File: src/dataflow_params.svh
/*
 * global sizes for the dataflow fragment
 */
`ifndef DATAFLOW_PARAMS_SVH
`define DATAFLOW_PARAMS_SVH

// width of every data token
`define DF_DATA_WIDTH 32

// operand count of a binary operator join
`define DF_BIN_INPUTS 2

`endif

File: src/dataflow_pkg.sv
/*
 * token type, operator opcodes, comparison predicates
 * and the packed channel structs of the dataflow fragment
 */
`include "dataflow_params.svh"

package dataflow_pkg;

	// one data token
	typedef logic [`DF_DATA_WIDTH-1:0] data_t;

	// ------------------------------
	// integer operator opcodes
	// ------------------------------
	typedef enum logic [2:0] {
		OP_ADD  = 3'd0,
		OP_SUB  = 3'd1,
		OP_AND  = 3'd2,
		OP_OR   = 3'd3,
		OP_XOR  = 3'd4,
		OP_SHL  = 3'd5,
		OP_LSHR = 3'd6,
		OP_ASHR = 3'd7
	} alu_op_e;

	// ------------------------------
	// comparison predicates
	// ------------------------------
	typedef enum logic [3:0] {
		PRED_EQ  = 4'd0,
		PRED_NE  = 4'd1,
		PRED_UGT = 4'd2,
		PRED_UGE = 4'd3,
		PRED_ULT = 4'd4,
		PRED_ULE = 4'd5,
		PRED_SGT = 4'd6,
		PRED_SGE = 4'd7,
		PRED_SLT = 4'd8,
		PRED_SLE = 4'd9
	} cmp_pred_e;

	// left operand of the operator carries the opcode along
	typedef struct packed {
		alu_op_e op;
		data_t   value;
	} alu_lhs_t;

	// left operand of the comparison carries the predicate along
	typedef struct packed {
		cmp_pred_e pred;
		data_t     value;
	} cmp_lhs_t;

endpackage

File: src/join_ctrl.sv
/*
 * N-input join of valid/ready channels
 */
`timescale 1ns/10ps

module join_ctrl #(
	parameter int N = 2
) (
	input  logic [N-1:0] valid_in,
	output logic [N-1:0] ready_in,
	output logic         valid_out,
	input  logic         ready_out
);

	// output token exists only once every input has one
	assign valid_out = &valid_in;

	// input i is granted when downstream takes the token and all others are there,
	// so every input transfers in the same cycle
	for (genvar i = 0; i < N; i++) begin : g_ready
		logic [N-1:0] others;

		assign others      = valid_in | (N'(1) << i);
		assign ready_in[i] = ready_out & (&others);
	end

endmodule

File: src/alu_op.sv
/*
 * joined two-operand integer operator, function picked by the opcode
 * that travels with the left operand
 */
`timescale 1ns/10ps
`include "dataflow_params.svh"

module alu_op (
	input  dataflow_pkg::alu_lhs_t lhs,
	input  logic                   lhs_valid,
	output logic                   lhs_ready,
	input  dataflow_pkg::data_t    rhs,
	input  logic                   rhs_valid,
	output logic                   rhs_ready,
	output dataflow_pkg::data_t    res,
	output logic                   res_valid,
	input  logic                   res_ready
);

	import dataflow_pkg::*;

	logic [`DF_BIN_INPUTS-1:0] op_valid;
	logic [`DF_BIN_INPUTS-1:0] op_ready;

	// ------------------------------
	// handshake
	// ------------------------------
	assign op_valid  = {rhs_valid, lhs_valid};
	assign lhs_ready = op_ready[0];
	assign rhs_ready = op_ready[1];

	join_ctrl #(
		.N(`DF_BIN_INPUTS)
	) u_join (
		.valid_in (op_valid),
		.ready_in (op_ready),
		.valid_out(res_valid),
		.ready_out(res_ready)
	);

	// ------------------------------
	// datapath
	// ------------------------------
	// arithmetic wraps, shifts take the whole rhs word as the amount
	always_comb begin
		case (lhs.op)
			OP_ADD:  res = lhs.value + rhs;
			// lhs minus rhs
			OP_SUB:  res = lhs.value - rhs;
			OP_AND:  res = lhs.value & rhs;
			OP_OR:   res = lhs.value | rhs;
			OP_XOR:  res = lhs.value ^ rhs;
			// amounts of 32 and up clear the word
			OP_SHL:  res = lhs.value << rhs;
			OP_LSHR: res = lhs.value >> rhs;
			// sign fill for large amounts
			OP_ASHR: res = $signed(lhs.value) >>> rhs;
			default: res = '0;
		endcase
	end

endmodule

File: src/icmp_op.sv
/*
 * joined two-operand integer comparison, predicate carried
 * with the left operand, answer zero-extended to a word
 */
`timescale 1ns/10ps
`include "dataflow_params.svh"

module icmp_op (
	input  dataflow_pkg::cmp_lhs_t lhs,
	input  logic                   lhs_valid,
	output logic                   lhs_ready,
	input  dataflow_pkg::data_t    rhs,
	input  logic                   rhs_valid,
	output logic                   rhs_ready,
	output dataflow_pkg::data_t    res,
	output logic                   res_valid,
	input  logic                   res_ready
);

	import dataflow_pkg::*;

	logic [`DF_BIN_INPUTS-1:0] op_valid;
	logic [`DF_BIN_INPUTS-1:0] op_ready;
	logic                      hit;

	assign op_valid  = {rhs_valid, lhs_valid};
	assign lhs_ready = op_ready[0];
	assign rhs_ready = op_ready[1];

	join_ctrl #(
		.N(`DF_BIN_INPUTS)
	) u_join (
		.valid_in (op_valid),
		.ready_in (op_ready),
		.valid_out(res_valid),
		.ready_out(res_ready)
	);

	// signed predicates read both words as two's complement
	always_comb begin
		case (lhs.pred)
			PRED_EQ:  hit = (lhs.value == rhs);
			PRED_NE:  hit = (lhs.value != rhs);
			PRED_UGT: hit = (lhs.value >  rhs);
			PRED_UGE: hit = (lhs.value >= rhs);
			PRED_ULT: hit = (lhs.value <  rhs);
			PRED_ULE: hit = (lhs.value <= rhs);
			PRED_SGT: hit = ($signed(lhs.value) >  $signed(rhs));
			PRED_SGE: hit = ($signed(lhs.value) >= $signed(rhs));
			PRED_SLT: hit = ($signed(lhs.value) <  $signed(rhs));
			PRED_SLE: hit = ($signed(lhs.value) <= $signed(rhs));
			// unused encodings answer false
			default:  hit = 1'b0;
		endcase
	end

	assign res = data_t'(hit);

endmodule

File: src/antitoken_ctrl.sv
/*
 * pending antitoken flags of a select, one per operand side
 */
`timescale 1ns/10ps

module antitoken_ctrl (
	input  logic clk,
	input  logic rst,
	input  logic valid_t,
	input  logic valid_f,
	input  logic gen_t,
	input  logic gen_f,
	output logic kill_t,
	output logic kill_f,
	output logic stop
);

	logic pend_t;
	logic pend_f;

	// a flag lives until the next token on its side shows up and is eaten
	always_ff @(posedge clk or posedge rst) begin
		if (rst) begin
			pend_t <= 1'b0;
			pend_f <= 1'b0;
		end else begin
			pend_t <= ~valid_t & (gen_t | pend_t);
			pend_f <= ~valid_f & (gen_f | pend_f);
		end
	end

	// kill already in the generate cycle, so a token arriving then is dropped
	assign kill_t = gen_t | pend_t;
	assign kill_f = gen_f | pend_f;
	assign stop   = pend_t | pend_f;

	// an antitoken is only generated for a side that has no token yet
	a_gen_t_absent: assert property (@(posedge clk) disable iff (rst) !(gen_t && valid_t))
		else $error("antitoken_ctrl: gen_t while true operand valid");
	a_gen_f_absent: assert property (@(posedge clk) disable iff (rst) !(gen_f && valid_f))
		else $error("antitoken_ctrl: gen_f while false operand valid");

endmodule

File: src/select_op.sv
/*
 * three-input select, condition plus true and false operands,
 * late unused operand discarded through antitokens
 */
`timescale 1ns/10ps

module select_op (
	input  logic                clk,
	input  logic                rst,
	input  dataflow_pkg::data_t cond,
	input  logic                cond_valid,
	output logic                cond_ready,
	input  dataflow_pkg::data_t tval,
	input  logic                tval_valid,
	output logic                tval_ready,
	input  dataflow_pkg::data_t fval,
	input  logic                fval_valid,
	output logic                fval_ready,
	output dataflow_pkg::data_t res,
	output logic                res_valid,
	input  logic                res_ready
);

	logic sel;
	logic chosen_valid;
	logic fire;
	logic gen_t;
	logic gen_f;
	logic kill_t;
	logic kill_f;
	logic stop;

	// only the lsb of the condition word matters
	assign sel          = cond[0];
	assign chosen_valid = sel ? tval_valid : fval_valid;

	// ------------------------------
	// firing
	// ------------------------------
	// held back while an earlier firing still owes a drop
	assign res_valid = cond_valid & chosen_valid & ~stop;
	assign fire      = res_valid & res_ready;
	assign res       = sel ? tval : fval;

	// the side that is missing at firing time gets an antitoken
	assign gen_t = fire & ~tval_valid;
	assign gen_f = fire & ~fval_valid;

	// ------------------------------
	// input readies
	// ------------------------------
	assign cond_ready = ~cond_valid | fire;
	assign tval_ready = ~tval_valid | fire | kill_t;
	assign fval_ready = ~fval_valid | fire | kill_f;

	antitoken_ctrl u_anti (
		.clk    (clk),
		.rst    (rst),
		.valid_t(tval_valid),
		.valid_f(fval_valid),
		.gen_t  (gen_t),
		.gen_f  (gen_f),
		.kill_t (kill_t),
		.kill_f (kill_f),
		.stop   (stop)
	);

	// a stalled result holds until the return stage takes it
	a_hold_when_stalled: assert property (@(posedge clk) disable iff (rst)
		res_valid && !res_ready |=> res_valid && $stable(res))
		else $error("select_op: result changed while stalled");

endmodule

File: src/tehb.sv
/*
 * one-slot transparent elastic half buffer
 */
`timescale 1ns/10ps

module tehb (
	input  logic                clk,
	input  logic                rst,
	input  dataflow_pkg::data_t in_data,
	input  logic                in_valid,
	output logic                in_ready,
	output dataflow_pkg::data_t out_data,
	output logic                out_valid,
	input  logic                out_ready
);

	import dataflow_pkg::*;

	logic  full;
	data_t store;
	logic  capture;

	// grab the passing token when downstream stalls it
	assign capture = ~full & in_valid & ~out_ready;

	always_ff @(posedge clk or posedge rst) begin
		if (rst) begin
			full <= 1'b0;
		end else if (capture) begin
			full <= 1'b1;
		end else if (full && out_ready) begin
			full <= 1'b0;
		end
	end

	always_ff @(posedge clk) begin
		if (capture) begin
			store <= in_data;
		end
	end

	// bypass while empty, stored token has priority
	assign in_ready  = ~full;
	assign out_valid = full | in_valid;
	assign out_data  = full ? store : in_data;

	// stalled output keeps its token until taken
	a_hold_on_stall: assert property (@(posedge clk) disable iff (rst)
		out_valid && !out_ready |=> out_valid && $stable(out_data))
		else $error("tehb: output changed while stalled");

endmodule

File: src/dataflow_core.sv
/*
 * top of the fragment: operator, comparison, select and return buffer
 */
`timescale 1ns/10ps

module dataflow_core (
	input  logic                   clk,
	input  logic                   rst,
	input  dataflow_pkg::alu_lhs_t alu_lhs,
	input  logic                   alu_lhs_valid,
	output logic                   alu_lhs_ready,
	input  dataflow_pkg::data_t    alu_rhs,
	input  logic                   alu_rhs_valid,
	output logic                   alu_rhs_ready,
	input  dataflow_pkg::cmp_lhs_t cmp_lhs,
	input  logic                   cmp_lhs_valid,
	output logic                   cmp_lhs_ready,
	input  dataflow_pkg::data_t    cmp_rhs,
	input  logic                   cmp_rhs_valid,
	output logic                   cmp_rhs_ready,
	input  dataflow_pkg::data_t    alt,
	input  logic                   alt_valid,
	output logic                   alt_ready,
	output dataflow_pkg::data_t    result,
	output logic                   result_valid,
	input  logic                   result_ready
);

	import dataflow_pkg::*;

	// operator result feeds the true side of the select
	data_t alu_res;
	logic  alu_res_valid, alu_res_ready;
	// comparison result is the select condition
	data_t cmp_res;
	logic  cmp_res_valid, cmp_res_ready;
	data_t sel_res;
	logic  sel_res_valid, sel_res_ready;

	alu_op u_alu (
		.lhs(alu_lhs), .lhs_valid(alu_lhs_valid), .lhs_ready(alu_lhs_ready),
		.rhs(alu_rhs), .rhs_valid(alu_rhs_valid), .rhs_ready(alu_rhs_ready),
		.res(alu_res), .res_valid(alu_res_valid), .res_ready(alu_res_ready)
	);

	icmp_op u_cmp (
		.lhs(cmp_lhs), .lhs_valid(cmp_lhs_valid), .lhs_ready(cmp_lhs_ready),
		.rhs(cmp_rhs), .rhs_valid(cmp_rhs_valid), .rhs_ready(cmp_rhs_ready),
		.res(cmp_res), .res_valid(cmp_res_valid), .res_ready(cmp_res_ready)
	);

	select_op u_sel (
		.clk (clk), .rst(rst),
		.cond(cmp_res), .cond_valid(cmp_res_valid), .cond_ready(cmp_res_ready),
		.tval(alu_res), .tval_valid(alu_res_valid), .tval_ready(alu_res_ready),
		.fval(alt), .fval_valid(alt_valid), .fval_ready(alt_ready),
		.res (sel_res), .res_valid(sel_res_valid), .res_ready(sel_res_ready)
	);

	// ------------------------------
	// return stage
	// ------------------------------
	tehb u_ret (
		.clk     (clk), .rst(rst),
		.in_data (sel_res), .in_valid(sel_res_valid), .in_ready(sel_res_ready),
		.out_data(result), .out_valid(result_valid), .out_ready(result_ready)
	);

endmodule

File: config.mk
export PLATFORM = sky130hd
export DESIGN_NAME = dataflow_core
export DESIGN_NICKNAME = d
export VERILOG_FILES = /design/src/dataflow_pkg.sv /design/src/join_ctrl.sv /design/src/alu_op.sv /design/src/icmp_op.sv /design/src/antitoken_ctrl.sv /design/src/select_op.sv /design/src/tehb.sv /design/src/dataflow_core.sv
export VERILOG_INCLUDE_DIRS = /design/src
export SDC_FILE = /design/constraint.sdc
export NUM_CORES = 1
export LEC_CHECK = 0
export BUFFER_PORTS_ARGS = -buffer_cell sky130_fd_sc_hd__buf_2
export CAP_MARGIN = 20
export CORE_MARGIN = 10
export CORE_UTILIZATION = 64
export CTS_CLUSTER_DIAMETER = 50
export DETAILED_ROUTE_END_ITERATION = 8
export PLACE_DENSITY = 0.95
export RECOVER_POWER = 100
export SYNTH_ARGS = -nofsm -noshare
export SYNTH_HDL_FRONTEND = slang
export SYNTH_HIERARCHICAL = 1
export SYNTH_SLANG_ARGS = --single-unit
File: constraint.sdc
create_clock -name clk -period 10.28 [get_ports clk]
set_input_delay 1.028 -clock clk [delete_from_list [all_inputs] [get_ports clk]]
set_output_delay 1.028 -clock clk [all_outputs]
set_load 0.02 [all_outputs]
==> results.py <==
metrics = {
    "status": {
        "status": "finished, violations left",
        "failed_checks": "DRC, capacitance limit, slew limit",
    },
    "global_routing": {
        "grt_pass1_wl_mm": 76.9,
        "overflow": 0,
        "grtUsageTotal_pct": 40.7,
        "grt_start_max_net_pins": 75,
        "antenna_found_initial": 2,
        "grt_pass1_vias": 13260,
    },
    "cells_and_area": {
        "fin_nets": 1932,
        "utilization_pct": 70.8,
        "fin_cells": 1860,
        "fillers": 1480,
        "drive_gt1_share_pct": 20.5,
        "area_growth_pct": 9.24,
        "fin_area_sq_um": 12600,
    },
    "setup_path": {
        "cp_slowest_cell": "clkbuf_1",
        "path_max_fanout": 41,
        "cp-end-kind": "primary output",
        "rr_worst_depth": 4,
        "r2r_end": "u_ret/store[15]$_DFFE_PP_",
        "crit_arrival_ns": 7.85,
        "rr_startpoint": "u_sel/u_anti/pend_f$_DFF_PP0_",
        "cp.required_ns": 9.25,
        "cp_common_cell": "clkbuf_1",
        "reg2reg_setup_slack_ns": 7.12,
        "crit_chain": "clkbuf_1 -> inv_1 -> buf_4 -> nor2_1 -> clkbuf_1 -> a31oi_1 -> xnor2_1 -> ha_1 -> a2111oi_0 -> o31a_1 -> o21ai_4 -> o2111ai_1 -> o311ai_4 -> a2111o_1 -> a211oi_1 -> nor3_1 -> nand4b_1 -> mux2_1 -> mux2_4 -> buf_2",
        "cp-start-kind": "input pin",
        "critPathMaxStageDelay_ns": 1.37,
        "path_class": "in -> out",
    },
    "timing": {
        "slew_viol_final": 108,
        "clock-skew-final_ns": 0.00645,
        "setup_violations": 0,
        "timing.final.crit_share_pct": 86.3,
        "tightest_slew_ns": 1.97,
        "fmax_mhz": 113,
        "maxSlewHeadroom_pct": -31.3,
        "setup_tns_ns": 0,
        "timing.final.crit_period_ns": 8.88,
        "rsz0062_at_grt": "no",
        "final_hold_viol_count": 0,
        "worst_slack_ns": 1.40,
    },
    "die": {
        "die-area_sq_um": 23800,
        "fp.dieW_um": 154,
        "start_util_pct": 64.8,
        "dieHeight_um": 154,
        "ioPinCount": 213,
        "core_sq_um": 17800,
        "rows": 49,
    },
    "worst_hold_path": {
        "min_to": "u_sel/u_anti/pend_t$_DFF_PP0_",
        "holdPathStages": 1,
        "worstHoldStart": "u_sel/u_anti/pend_t$_DFF_PP0_",
        "min_path_type": "reg -> reg",
    },
    "detailed_routing": {
        "vias": 13710,
        "drt_iter0_markers": 2536,
        "drt-total-wl_mm": 52.1,
        "firstDrtPassIters": 9,
        "wl_per_cell_um": 28.0,
        "viasPerCell": 7.37,
        "drc": 5,
        "ant_nets": 0,
    },
    "power": {
        "p_leak_nw": 5.57,
        "irDropWorstVdd_mv": 0.103,
        "p_per_area_nw_per_um2": 88.1,
    },
    "clocking": {
        "htree_levels": 2,
        "cts_resized": 0,
        "post-cts-setup-buffers": 0,
        "hold_buffers": 0,
        "cts_tree": "built",
        "cts_root_buffer": "clkbuf_16",
        "path_clk_slew_ns": 0.06,
        "cts_buffer_depth": 2,
        "cts.sinks": 35,
        "clock_latency_ns": 0.29,
        "cts_buffers": 5,
    },
    "placed_design": {
        "place_hpwl_mm": 39.4,
        "preCtsSetupSlack_ns": 2.54,
        "placed_area_sq_um": 12600,
        "dp_cells": 1850,
        "numPortBuffers": 212,
        "place_congestion": 1.15,
    },
    "synthesis": {
        "synth_area_sq_um": 11600,
        "netlist_instances": 1486,
        "synth_nets": 1790,
        "synth.avg_cell_area_sq_um": 7.78,
        "yosysWarningCount": 6,
    },
    "flow_run": {
        "drv_cap": 4,
    },
}
## power by group
part	total (W)	leakage [nW]	switching, W	internal (W)
Combinational	0.000760	5.16	0.000472	0.000288
Clock	0.000180	0.0838	0.0000658	0.000115
Sequential	0.000173	0.330	0.00000625	0.000166
## worst max-delay path, delay by kind of cell
family / cells / cell delay (ns)
AOI/OAI and AO/OA: 8 / 2.34
buffers and inverters: 5 / 2.39
muxes: 2 / 0.64
adders and majority gates: 1 / 0.38
xor gates and xnor gates: 1 / 0.17
and+or+nand+nor: 3 / 0.87
## layout make-up
| class | instances | area, sq um | share of cell area, % |
|---|---|---|---|
| clock inverters | 3 | 43.8 | 0.347 |
| well taps | 229 | 287 | 2.27 |
| diodes | 2 | 5.00 | 0.0396 |
| inverters | 118 | 443 | 3.51 |
| clock buffers | 5 | 125 | 0.991 |
| repair buffers | 232 | 1160 | 9.19 |
| multi-input cells | 1236 | 9530 | 75.4 |
| flip-flops and latches | 35 | 1040 | 8.21 |
## layout by cell type, fill, tap and decap left out, types with 10 or more instances in the layout
cell type and n:
mux2_4 27, nor2_1 184, a22oi_1 11, xor2_1 12, nor3_1 31, a31oi_1 21, o21ai_0 98, clkbuf_1 32
xnor2_1 42, o211ai_1 15, ha_1 128, a21o_1 17, nand2_1 102, edfxtp_1 32, mux2_1 29, a211oi_1 27
mux2i_1 42, buf_4 16, a222oi_1 14, mux2_2 17, nand4_1 13, mux4_2 47, nand3_1 18, a221oi_1 10
inv_1 113, a21oi_1 134, buf_2 184, o221ai_1 11, o22ai_1 20, or3_1 14
## per-stage QoR
step | hold WS, ns | power [W]
final | 0.531 | 0.00111
after detailed placement | 0.520 | 0.000911
after global routing | 0.546 | 0.00116
after global placement | 0.501 | 0.000890
after CTS | 0.532 | 0.00109
after floorplan | 0.487 | 0.000681
## layer usage
metal / wire length (um) / vias to the layer above / GRT usage, %
met5: 0 / - / 0
met4: 3980 / 0 / 23.5
met3: 8340 / 362 / 14.8
met2: 22400 / 1308 / 63.0
met1: 17300 / 6207 / 47.5
li1: - / 5833 / -
## how the worst max path moves through the flow
| stage | start | endpoint | slack (ns) | cells past startpoint |
|---|---|---|---|---|
| floorplan | alu_rhs[0] | result[30] | 3.87 | 20 |
| global placement | alu_rhs[4] | result[30] | 2.87 | 21 |
| detailed placement | alu_rhs[4] | result[30] | 2.54 | 21 |
| CTS | alu_rhs[4] | result[30] | 2.57 | 21 |
| global route | alu_lhs[32] | result[30] | 1.12 | 20 |
| finish | alu_lhs[32] | result[26] | 1.40 | 20 |
## registers in the layout (all words and copies together) (netlist names)
| register | cells |
|---|---|
| u_ret/full | 1 |
| u_ret/store | 32 |
| u_sel/u_anti/pend_f | 1 |
| u_sel/u_anti/pend_t | 1 |
Power figures use the tool's default switching activity.
